### config.mk
export PLATFORM = sky130hd
export DESIGN_NAME = sfir_stream_ctrl
export DESIGN_NICKNAME = d
export VERILOG_FILES = /design/src/hdl/sfir_pkg.sv /design/src/hdl/sfir_stream_ctrl.sv
export SDC_FILE = /design/constraint.sdc
export NUM_CORES = 1
export LEC_CHECK = 0
export BUFFER_PORTS_ARGS = -buffer_cell sky130_fd_sc_hd__buf_2
export CAP_MARGIN = 40
export CELL_PAD_IN_SITES_DETAIL_PLACEMENT = 1
export CELL_PAD_IN_SITES_GLOBAL_PLACEMENT = 2
export CORE_ASPECT_RATIO = 1.25
export CORE_MARGIN = 2
export CORE_UTILIZATION = 29
export CTS_CLUSTER_DIAMETER = 60
export DETAILED_ROUTE_END_ITERATION = 10
export PLACE_DENSITY = 0.86
export SYNTH_ARGS = -nofsm -noshare
export SYNTH_HDL_FRONTEND = slang
export SYNTH_SLANG_ARGS = --single-unit
### constraint.sdc
create_clock -name clk_i -period 6.4 [get_ports clk_i]
set_input_delay 1.28 -clock clk_i [delete_from_list [all_inputs] [get_ports clk_i]]
set_output_delay 1.28 -clock clk_i [all_outputs]
set_load 0.05 [all_outputs]
### src/hdl/sfir_pkg.sv
package sfir_pkg;

    // ~~~~~~~~~~~~~~~~~~~~
    // Filter sizes
    // ~~~~~~~~~~~~~~~~~~~~
    localparam int TAP_NUM         = 8;                  // Systolic elements, 16 taps.
    localparam int DATA_WIDTH      = 16;
    localparam int COEF_WIDTH      = 16;
    localparam int PREADD_WIDTH    = DATA_WIDTH + 1;
    localparam int PROD_WIDTH      = PREADD_WIDTH + COEF_WIDTH;
    localparam int ACC_WIDTH       = PROD_WIDTH + $clog2(TAP_NUM);
    localparam int FIR_LATENCY     = TAP_NUM + 3;        // Steps until first contribution.
    localparam int COEF_ADDR_WIDTH = 3;

    // Mirror line spans all 16 taps. Primed line counts steps until the pipeline is full.
    localparam int SAMPLE_DELAY = 2 * TAP_NUM;
    localparam int PRIMED_DELAY = FIR_LATENCY + 2 * TAP_NUM - 1;

    typedef logic [$clog2(SAMPLE_DELAY)-1:0] sample_sel_t;
    typedef logic [$clog2(PRIMED_DELAY)-1:0] primed_sel_t;

    localparam sample_sel_t SAMPLE_SEL = sample_sel_t'(SAMPLE_DELAY - 1);
    localparam primed_sel_t PRIMED_SEL = primed_sel_t'(PRIMED_DELAY - 1);

    // ~~~~~~~~~~~~~~~~~~~~
    // Coefficients
    // ~~~~~~~~~~~~~~~~~~~~
    typedef logic signed [COEF_WIDTH-1:0] coef_t;
    typedef coef_t [0:TAP_NUM-1] coef_bank_t;

    // Low-pass half, outer taps first.
    localparam coef_bank_t COEF_INIT = {
        coef_t'(-21), coef_t'(-48), coef_t'(-37), coef_t'(72),
        coef_t'(310), coef_t'(655), coef_t'(1004), coef_t'(1232)
    };

    // ~~~~~~~~~~~~~~~~~~~~
    // Payloads
    // ~~~~~~~~~~~~~~~~~~~~
    typedef struct packed {
        logic signed [DATA_WIDTH-1:0] data;
    } sample_t;

    typedef struct packed {
        logic                        primed;  // Pipeline was full.
        logic signed [ACC_WIDTH-1:0] sum;
    } fir_result_t;

    typedef struct packed {
        logic [COEF_ADDR_WIDTH-1:0] addr;
        coef_t                      coef;
    } coef_wr_t;

endpackage

### src/hdl/sfir_stream_ctrl.sv
`timescale 1ns/1ns

module sfir_stream_ctrl
    import sfir_pkg::*;
(
    input  logic        clk_i,
    input  logic        rst_i,
    input  logic        sample_req_i,
    input  sample_t     sample_i,
    output logic        sample_ack_o,
    output logic        step_o,
    output sample_t     sample_q_o,
    input  fir_result_t fir_i,
    output logic        result_req_o,
    output fir_result_t result_o,
    input  logic        result_ack_i
);

    typedef enum logic [2:0] {
        ST_IDLE,
        ST_STEP,
        ST_CAPTURE,
        ST_WAIT_ACK,
        ST_RELEASE
    } state_e;

    state_e state_q;

    // ~~~~~~~~~~~~~~~~~~~~
    // FSM
    // ~~~~~~~~~~~~~~~~~~~~
    always_ff @(posedge clk_i) begin
        if (rst_i) begin
            state_q      <= ST_IDLE;
            sample_ack_o <= 1'b0;
            result_req_o <= 1'b0;
        end else begin
            case (state_q)
                ST_IDLE: begin
                    if (sample_req_i) begin
                        state_q <= ST_STEP;
                    end
                end
                ST_STEP: begin
                    state_q <= ST_CAPTURE;     // Elements update on this edge.
                end
                ST_CAPTURE: begin
                    result_req_o <= 1'b1;
                    state_q      <= ST_WAIT_ACK;
                end
                ST_WAIT_ACK: begin
                    if (result_ack_i) begin
                        result_req_o <= 1'b0;
                        sample_ack_o <= 1'b1;  // Sample is only released once the result is taken.
                        state_q      <= ST_RELEASE;
                    end
                end
                ST_RELEASE: begin
                    // Both channels back to zero before the next sample.
                    if (!sample_req_i && !result_ack_i) begin
                        sample_ack_o <= 1'b0;
                        state_q      <= ST_IDLE;
                    end
                end
                default: state_q <= ST_IDLE;
            endcase
        end
    end

    assign step_o = (state_q == ST_STEP);

    // Sample and result holding registers.
    always_ff @(posedge clk_i) begin
        if (state_q == ST_IDLE && sample_req_i) begin
            sample_q_o <= sample_i;
        end
        if (state_q == ST_CAPTURE) begin
            result_o <= fir_i;
        end
    end

    // No datapath step while a result is still offered.
    no_step_pending: assert property (
        @(posedge clk_i) disable iff (rst_i)
        $rose(step_o) |-> !result_req_o
    );

    // Offered result stays put until the consumer acknowledges.
    result_held: assert property (
        @(posedge clk_i) disable iff (rst_i)
        result_req_o && !result_ack_i |=> result_req_o && $stable(result_o)
    );

endmodule

* Yosys cells after proc, flatten, opt, wreduce, memory -nomap -nowiden
Index checks and enable logic that the tools add are counted.
** Operators by class
- Equality and inequality tests :: 7
- Mux-type cells :: 9
- Reductions and logical operators :: 10
** Operators with widths (number)
- 3-bit case mux with 5 select lines :: 1
- 3-bit two-way mux :: 3
- 3-bit by 2-bit == test with 1-bit output, second input constant :: 2
- 2-bit != test, second input constant :: 3
- 3-bit AND reduction :: 2
- 1-bit case mux with 2 select lines :: 2
- 2-bit nonzero test :: 2
- 3-bit by 1-bit == test with 1-bit output, second input constant :: 1
- 3-bit == test, second input constant :: 1
- 3-bit logical NOT :: 1
- 1-bit two-way mux :: 3
- 1-bit logical AND :: 2
- 1-bit logical NOT :: 2
- 2-bit AND reduction :: 1
** Word-level totals
- Bits in registers :: 58
- Bits of input ports :: 57
- Word-level logic and storage cells :: 32

* Longest topological paths before layout
Gate-level depths: netlist of the first run.
- Word-level depth :: 4
- Gate-level depth with buffers :: 4
- Gate-level depth less buffers :: 3

* Worst setup path before layout of the first run
No wires, ideal clock.
- Kind :: reg2reg
- From :: register state_q[1]
- To :: register result_o[0] (netlist name) (enable)
- Library setup time :: 0.488 ns
- Data arrival time :: 3.261 ns
- Required time :: 5.912 ns
- Path slack :: 2.651 ns
- Cell stages (with the launch flop) :: 3
- Buffers on the path :: 1
- Period minus slack after synthesis :: 3.749 ns
- Path through :: dfxtp_1 -> buf_2 -> nor3b_1
** On the way
- Cells in the longest elaborated chain, start to end :: 1
** Ends and longest elaborated chain
- from (decl) :: RTL line sfir_stream_ctrl.sv:27 : state_e state_q;
- from (signal assigned) :: RTL line sfir_stream_ctrl.sv:34 : state_q <= ST_IDLE;
- from (signal assigned) :: RTL line sfir_stream_ctrl.sv:41 : state_q <= ST_STEP;
- from (signal assigned) :: RTL line sfir_stream_ctrl.sv:45 : state_q <= ST_CAPTURE;
- 3-bit by 2-bit == test with 1-bit output :: RTL line sfir_stream_ctrl.sv:77 : if (state_q == ST_CAPTURE) begin
- to (signal assigned) :: RTL line sfir_stream_ctrl.sv:78 : result_o <= fir_i;
- to (decl) :: RTL line sfir_stream_ctrl.sv:15 : output fir_result_t result_o,
No other way between the ends.
A chain may end at the register's enable or synchronous reset.

* Worst setup path after layout of the first run
- From :: register state_q[0]
- To :: output step_o
** On the way
- Cells in the longest elaborated chain, start to end :: 1
** Ends and longest elaborated chain
- 3-bit by 1-bit == test with 1-bit output :: RTL line sfir_stream_ctrl.sv:70 : assign step_o = (state_q == ST_STEP);
- to (decl) :: RTL line sfir_stream_ctrl.sv:11 : output logic step_o,
No other way between the ends.

==> results of run 1 <==
[Yosys cell counts]
cell / instances
nor3b_1: 2
nor4_1: 1
nand4b_1: 1
nor4b_1: 1
nor3_1: 2
o21ba_2: 1
buf_4: 1
nand3b_1: 1
or4b_1: 1
edfxtp_1: 53
o211ai_1: 1
dfxtp_1: 5
and2b_1: 1
and3_2: 1
nor2_1: 2
buf_2: 1
a21oi_1: 4
nand2_1: 1
[sequential cells by signal (all words and copies together), names as in the netlist]
signal	cells
result_o	37
result_req_o	1
sample_ack_o	1
sample_q_o	16
state_q	3
[logic make-up (layout without fill, tap and decap cells)]
kind of cell	after synthesis	after routing	synth area share
DFF	58	58	0.922
buffers and inverters	2	130	0.00682
and+or+nand+nor	14	14	0.0505
AOI/OAI and AO/OA	6	6	0.0205
[through the flow]
stage / util / power [W] / setup WS (ps)
after detailed placement: 0.411 / 0.000598 / 4160
after CTS: 0.449 / 0.000995 / 3780
after global routing: 0.449 / 0.00102 / 3710
final: 0.449 / 0.000980 / 3810
after global placement: 0.411 / 0.000593 / 4180
after floorplan: - / 0.000554 / 2650
[worst min-delay path, cell delays in order (launching register included)]
cell,delay (ps)
dfxtp_1,320
a21oi_1,60
nor2_1,70
[cell usage in the layout, fill, tap and decap left out, types with 2 or more instances in the layout]
| cell type | count |
|---|---|
| clkbuf_8 | 9 |
| dfxtp_1 | 5 |
| buf_2 | 112 |
| bufinv_16 | 3 |
| clkinv_1 | 2 |
| nor3_1 | 2 |
| a21oi_1 | 4 |
| nor2_1 | 2 |
| buf_4 | 2 |
| edfxtp_1 | 53 |
[how the worst max path moves through the flow]
stage / end
2_1_floorplan: result_o[0]
3_3_place_gp: step_o
3_5_place_dp: step_o
4_1_cts: step_o
5_1_grt: step_o
6_report: step_o
[cell type report]
type,instances,area share
Clock inverter,6,0.0383
Clock buffer,10,0.0464
Tap cell,85,0.0387
Multi-Input combinational cell,20,0.0515
Sequential cell,58,0.616
Timing Repair Buffer,114,0.209
[report_power, final]
part,internal (W),switching (W)
Sequential,0.000443,0.00000823
Combinational,0.0000315,0.000105
Clock,0.000256,0.000136
Total,0.000731,0.000249
[per-layer routing]
layer | part of all wire | up-vias | wire (um)
li1 | - | 562 | -
met3 | 0.14 | 8 | 654
met5 | 0 | - | 0
met2 | 0.50 | 87 | 2260
met4 | 0.014 | 0 | 64
met1 | 0.35 | 598 | 1570
==> run summary, run 1 <==
Max Cap Violations - 0
synthesized net count - 137
Setup crit start kind - register
R2R setup slack - 4900 ps
Crit Path Class - register to output pin
post-route setup TNS - 0 ps
post-CTS resize count - 0
Worst Min Path Start - result_req_o
WHS Path Cells - 2
share of layout cells above drive strength 1 - 0.630
final setup fails - 0
crit-path leading delay family - flip-flops
peak-usage layer in the global routing report - met2
RSZ-0062 raised after global routing - no
area grow syn2layout - 49.8%
Slew headroom - 0.691
total inserted antenna cells - 0
Final ANT Viol Nets - 0
Hold Path Sink - result_req_o
First DRT Iteration DRCs - 39
Seq. cell area - 0.00169 mm^2
Slew Limit Fails - 0
Yosys reg bits - 58
PD cells - 357 mW/mm^2
vias in the first global route - 1291
Synth Area per Inst - 22.9 um^2
final instance area - 0.00275 mm^2
largest net degree at the start of global routing - 39
Die Span Y - 92.9 um
Critical Path Max Stage Delay - 480 ps
worst clock skew - 9.54 ps
Area contributors post-synth - edfxtp_1 (87%), dfxtp_1 (5.5%), a21oi_1 (1.1%)
I/O Buffers - 112
worst path arrival time - 1310 ps
CP max FO - 9
global placer's final weighted congestion - 0.661
HPWL Detailed - 3500 um
first-pass GRT wire length - 6330 um
Max VDD drop - 0.143 mV
Seq/Total Area, Yosys - 0.922
WP data required - 5120 ps
slew of the pin with the lowest slew margin - 464 ps
Synth warnings - 0
clk buf depth - 2
reg2reg start - state_q[1]
CP Depth - 2
vias post-DR - 1255
period utilization - 0.405
area leader, netlist - edfxtp_1
H-tree levels - 3
DRC - 0
Finished Layout Cells - 293
CTS tree - built
Post-CTS Setup Inserts - 0
starting density of the core - 0.299
area share of the largest cell type after synthesis - 0.868
hold buffers post-CTS - 0
GRT Util Overall - 0.129
crit path time final - 2590 ps
RR Endpoint - result_o[36]
Die Area - 0.00698 mm^2
fillers - 661
Die X - 75.1 um
CTS buffer count - 9
status - completed
Mapped Area - 0.00183 mm^2
nets - 260
Cells after DPL - 277
footprint of the multi-input gates - 141 um^2
Worst Reg-to-Reg Cells - 2
Hold Violations, Final - 0
Rows - 32
fmax - 0.386 GHz
Placed Area - 0.00251 mm^2
final wirelength - 4550 um
Syn Inst Count - 80
Clk Latency, worst-skew pair - 320 ps
I/O pin cnt - 113
core area - 0.00613 mm^2
Fin Hold WS - 485 ps
GR Util met1 - 0.130
GR met3 Demand/Resource - 0.0511
crit path buf inv count - 1
clk sinks - 58
Hold WC Path Type - register to register
Critical Path Slowest Stage Cell - dfxtp_1
total grt overflow - 0
library cells used by synthesis - 18
crit path cell chain - nor3b_1 > buf_2
Routed wire per std cell - 15.5 um
initial antenna violation count - 0
static leakage - 1.14 nW
critical path startpoint - state_q[0]
Avg Vias per Cell - 4.28
Clock transition at path regs - 70 ps
total iterations of the first detailed-routing run - 4
met2 Track Usage GR - 0.216
CP Capture Type - output pin
CTS root buf - clkbuf_8
Note: power is estimated with default switching activity, not from simulation.
==> inputs of run 2 (changes only) <==
- CORE_UTILIZATION: 29 -> 24
- PLACE_DENSITY: 0.86 -> 0.77
- clock period: 6.4 -> 2.25 ns (I/O delays scaled with it)
==> run summary, run 2 (synthesis gave the netlist of run 1 again) <==
Die Area - 0.00836 mm^2 (was 0.00698 mm^2)
most frequent cells in the layout - buf_2 (112), edfxtp_1 (53), clkbuf_8 (9) (unchanged)
sw power - 0.000727 W (was 0.000249 W)
clk sinks - 58 (unchanged)
CTS root buf - clkbuf_8 (unchanged)
Largest register FFs - 37 (unchanged)
Clock transition at path regs - 70 ps (about the same)
CP Depth - 2 (unchanged)
crit path buf inv count - 1 (unchanged)
commonest non-fill, non-tap cell in the layout - buf_2 (unchanged)
status - completed (unchanged)
nets - 260 (unchanged)
clk buf depth - 2 (unchanged)
Critical Path Slowest Stage Cell - dfxtp_1 (unchanged)
crit path time final - 1820 ps
CP max FO - 9 (unchanged)
global placer's final weighted congestion - 0.678 (was 0.661)
final wirelength - 4310 um (was 4550 um)
Flop pwr share - 0.520 (was 0.461)
WP data required - 1800 ps (was 5120 ps)
setup ws final - 434 ps (was 3810 ps)
reg2reg start - state_q[1] (unchanged)
First DRT Iteration DRCs - 37 (was 39)
I/O Buffers - 112 (unchanged)
CTS tree - built (unchanged)
Worst Reg-to-Reg Cells - 2 (unchanged)
Die X - 82.2 um (was 75.1 um)
Largest regs - result_o (37), sample_q_o (16), state_q (3) (unchanged)
total grt overflow - 0 (unchanged)
crit-path leading delay family - flip-flops (unchanged)
first-pass GRT wire length - 6300 um (was 6330 um)
I/O pin cnt - 113 (unchanged)
DRC - 0 (unchanged)
total iterations of the first detailed-routing run - 4 (unchanged)
largest net degree at the start of global routing - 39 (unchanged)
Logic pwr share - 0.158 (was 0.139)
PD cells - 914 mW/mm^2 (was 357 mW/mm^2)
Hold Violations, Final - 0 (unchanged)
worst clock skew - 6.38 ps (was 9.54 ps)
dpl ws - 685 ps (was 4160 ps)
post-route setup TNS - 0 ps (unchanged)
Max VDD drop - 0.390 mV (was 0.143 mV)
core area - 0.00740 mm^2 (was 0.00613 mm^2)
share of layout cells above drive strength 1 - 0.639 (was 0.630)
critical path startpoint - state_q[0] (unchanged)
static leakage - 1.11 nW (was 1.14 nW)
Slew Limit Fails - 0 (unchanged)
total inserted antenna cells - 0 (unchanged)
RR Endpoint - result_o[10] (was result_o[36])
final setup fails - 0 (unchanged)
vias post-DR - 1199 (was 1255)
worst path arrival time - 1370 ps (was 1310 ps)
Avg Vias per Cell - 4.00 (was 4.28)
crit path cell chain - nor3b_1 > buf_2 (unchanged)
HPWL Detailed - 3360 um (was 3500 um)
post-CTS resize count - 0 (unchanged)
Final ANT Viol Nets - 0 (unchanged)
Hold WC Path Type - input pin to register (was register to register)
crit path capture - step_o (unchanged)
Slew headroom - 0.687 (was 0.691)
Switching Share - 0.294 (was 0.254)
Clk Latency, worst-skew pair - 320 ps (about the same)
Setup crit start kind - register (unchanged)
Clk pwr share - 0.323 (was 0.400)
fmax - 0.551 GHz
period utilization - 0.807
Routed wire per std cell - 14.4 um (was 15.5 um)
vias in the first global route - 1262 (was 1291)
CP Capture Type - output pin (unchanged)
GRT Util Overall - 0.106 (was 0.129)
Rows - 35 (was 32)
R2R setup slack - 700 ps (was 4900 ps)
starting density of the core - 0.248 (was 0.299)
Crit Path Class - register to output pin (unchanged)
Max Cap Violations - 0 (unchanged)
Die Span Y - 102 um (was 92.9 um)
P_int - 0.00175 W (was 0.000731 W)
slew of the pin with the lowest slew margin - 470 ps (was 464 ps)
RSZ-0062 raised after global routing - no (unchanged)
Critical Path Max Stage Delay - 540 ps (was 480 ps)
H-tree levels - 3 (unchanged)
hold buffers post-CTS - 0 (unchanged)
initial antenna violation count - 0 (unchanged)
area grow syn2layout - 47.6% (was 49.8%)
CTS buffer count - 9 (unchanged)
Post-CTS Setup Inserts - 0 (unchanged)
fillers - 799 (was 661)
Top reg by flops - result_o (unchanged)
run 2: per-layer routing:
metal  share of wire  wire length [um]  vias up  GRT usage
met3            0.11               463        6     0.0642
li1                -                 -      564          -
met5               0                 0        -          0
met4          0.0090                39        0     0.0385
met2            0.53              2300       64      0.180
met1            0.35              1510      565      0.103
run 2: metrics by stage:
| step | cell area (um^2) | instances | hold WS [ps] | utilization | power (W) |
|---|---|---|---|---|---|
| 2_1_floorplan | 1850 | 80 | 519 | - | 0.00158 |
| 3_3_place_gp | 2540 | 284 | 480 | 0.343 | 0.00170 |
| 3_5_place_dp | 2540 | 284 | 497 | 0.343 | 0.00171 |
| 4_1_cts | 2710 | 300 | 273 | 0.366 | 0.00252 |
| 5_1_grt | 2710 | 300 | 267 | 0.366 | 0.00259 |
| 6_report | 2710 | 300 | 297 | 0.366 | 0.00248 |
run 2: power by group through the flow:
stage | clock network, W | logic [W] | registers [W]
2_1_floorplan | 0 | 0.0000558 | 0.00152
3_3_place_gp | 0 | 0.000390 | 0.00131
3_5_place_dp | 0 | 0.000396 | 0.00131
4_1_cts | 0.000837 | 0.000397 | 0.00129
5_1_grt | 0.000890 | 0.000410 | 0.00129
6_report | 0.000799 | 0.000390 | 0.00129
run 2: worst min-delay path by stage:
stage,from,end,cells after the start
2_1_floorplan,rst_i,state_q[2],1
5_1_grt,fir_i[3],result_o[3],1
3_5_place_dp,result_req_o,result_req_o,2
6_report,fir_i[3],result_o[3],1
4_1_cts,fir_i[3],result_o[3],1
3_3_place_gp,result_req_o,result_req_o,2
run 2: final cells by class:
class                   instances  area (um^2)  area share
clock inverters                 7         45.0      0.0166
repair buffers                114          576       0.213
clock buffers                   9          124      0.0457
flip-flops and latches         58         1690       0.625
multi-input cells              20          156      0.0578
well taps                      92          115      0.0425
==> inputs of run 3 (changes only) <==
- CORE_UTILIZATION: 24 -> 27
- PLACE_DENSITY: 0.77 -> 0.81
- clock period: 2.25 -> 1.7 ns (I/O delays scaled with it)
==> run summary, run 3 (synthesis gave the netlist of run 1 again) <==
most frequent cells in the layout - buf_2 (112), edfxtp_1 (53), clkbuf_8 (9) (unchanged)
Die Span Y - 96.2 um (was 102 um)
final instance area - 0.00274 mm^2 (was 0.00271 mm^2)
Top reg by flops - result_o (unchanged)
worst clock skew - 12.6 ps (was 6.38 ps)
Slew Limit Fails - 0 (unchanged)
Largest regs - result_o (37), sample_q_o (16), state_q (3) (unchanged)
static leakage - 1.14 nW (was 1.11 nW)
vias in the first global route - 1279 (was 1262)
worst path arrival time - 1240 ps (was 1370 ps)
Routed wire per std cell - 14.6 um (was 14.4 um)
I/O Buffers - 112 (unchanged)
dpl ws - 322 ps (was 685 ps)
total grt overflow - 0 (unchanged)
largest net degree at the start of global routing - 39 (unchanged)
Max VDD drop - 0.434 mV (was 0.390 mV)
Clock transition at path regs - 70 ps (about the same)
total inserted antenna cells - 0 (unchanged)
GRT Util Overall - 0.118 (was 0.106)
WP data required - 1360 ps (was 1800 ps)
CP max FO - 9 (unchanged)
Hold Violations, Final - 0 (unchanged)
crit path time final - 1580 ps
final wirelength - 4310 um (about the same)
starting density of the core - 0.279 (was 0.248)
CTS root buf - clkbuf_8 (unchanged)
clk sinks - 58 (unchanged)
footprint of the multi-input gates - 161 um^2 (was 156 um^2)
I/O pin cnt - 113 (unchanged)
DRC - 0 (unchanged)
slew of the pin with the lowest slew margin - 417 ps (was 470 ps)
core area - 0.00657 mm^2 (was 0.00740 mm^2)
Largest register FFs - 37 (unchanged)
RSZ-0062 raised after global routing - no (unchanged)
PD cells - 1250 mW/mm^2 (was 914 mW/mm^2)
first-pass GRT wire length - 6310 um (was 6300 um)
area grow syn2layout - 49.2% (was 47.6%)
Crit Path Class - register to output pin (unchanged)
First DRT Iteration DRCs - 46 (was 37)
final setup fails - 0 (unchanged)
status - completed (unchanged)
Slew headroom - 0.721 (was 0.687)
Die X - 77.7 um (was 82.2 um)
CTS tree - built (unchanged)
fillers - 707 (was 799)
Post-CTS Setup Inserts - 0 (unchanged)
share of layout cells above drive strength 1 - 0.649 (was 0.639)
Hold WC Path Type - input pin to register (unchanged)
global placer's final weighted congestion - 0.692 (was 0.678)
clk buf depth - 2 (unchanged)
Max Cap Violations - 0 (unchanged)
total iterations of the first detailed-routing run - 4 (unchanged)
fmax - 0.633 GHz
CP Capture Type - output pin (unchanged)
Final ANT Viol Nets - 0 (unchanged)
Die Area - 0.00747 mm^2 (was 0.00836 mm^2)
Placed Area - 0.00255 mm^2 (was 0.00254 mm^2)
CTS buffer count - 9 (unchanged)
initial antenna violation count - 0 (unchanged)
period utilization - 0.930
nets - 260 (unchanged)
commonest non-fill, non-tap cell in the layout - buf_2 (unchanged)
vias post-DR - 1218 (was 1199)
Avg Vias per Cell - 4.13 (was 4.00)
Rows - 33 (was 35)
H-tree levels - 3 (unchanged)
hold buffers post-CTS - 0 (unchanged)
Clk Latency, worst-skew pair - 330 ps (was 320 ps)
Setup crit start kind - register (unchanged)
Seq. cell area - 0.00169 mm^2 (about the same)
setup ws final - 119 ps (was 434 ps)
-- run 3: worst paths after layout --
kind / slack [ps] / cells past startpoint / endpoint / start
worst max-delay path: 120 / 2 / step_o / state_q[0]
worst min-delay path: 180 / 1 / result_o[2] / fir_i[2]
worst max register to register: 320 / 3 / sample_ack_o / state_q[2]
worst min register to register: 490 / 2 / result_req_o / result_req_o
-- run 3: area by class of cell --
cell class	instances	area share
Clock buffer	10	0.0466
Clock inverter	6	0.0210
Multi-Input combinational cell	20	0.0590
Sequential cell	58	0.619
Tap cell	87	0.0398
Timing Repair Buffer	114	0.215
-- run 3: worst max-delay path, cell delays in order (launching register included) --
cell	delay [ps]
dfxtp_2	450
nor3b_2	180
buf_2	280
-- run 3: timing repair --
item,CTS,global route
gates resized for setup,1,0
setup endpoints to repair,1,0
hold endpoints to repair,0,0
-- run 3: per-layer routing --
metal	GRT usage	vias up	wire, um
met5	0	-	0
met4	0.0625	0	58
met3	0.0582	10	428
met2	0.216	63	2480
met1	0.108	580	1340
li1	-	565	-
-- run 3: report_power, final --
| part | leakage (nW) | internal, W | switching, W |
|---|---|---|---|
| Combinational | 0.505 | 0.000130 | 0.000395 |
| Clock | 0.0974 | 0.000666 | 0.000516 |
| Sequential | 0.534 | 0.00167 | 0.0000348 |
| Total | 1.14 | 0.00247 | 0.000946 |
-- run 3: through the flow --
stage / power, W / util / instances / setup TNS [ps] / hold WS [ps]
after floorplan: 0.00209 / - / 80 / -8780 / 409
after global placement: 0.00225 / 0.389 / 279 / 0 / 464
after detailed placement: 0.00227 / 0.389 / 279 / 0 / 487
after CTS: 0.00347 / 0.417 / 295 / 0 / 162
after global routing: 0.00356 / 0.417 / 295 / 0 / 156
final: 0.00341 / 0.417 / 295 / 0 / 184
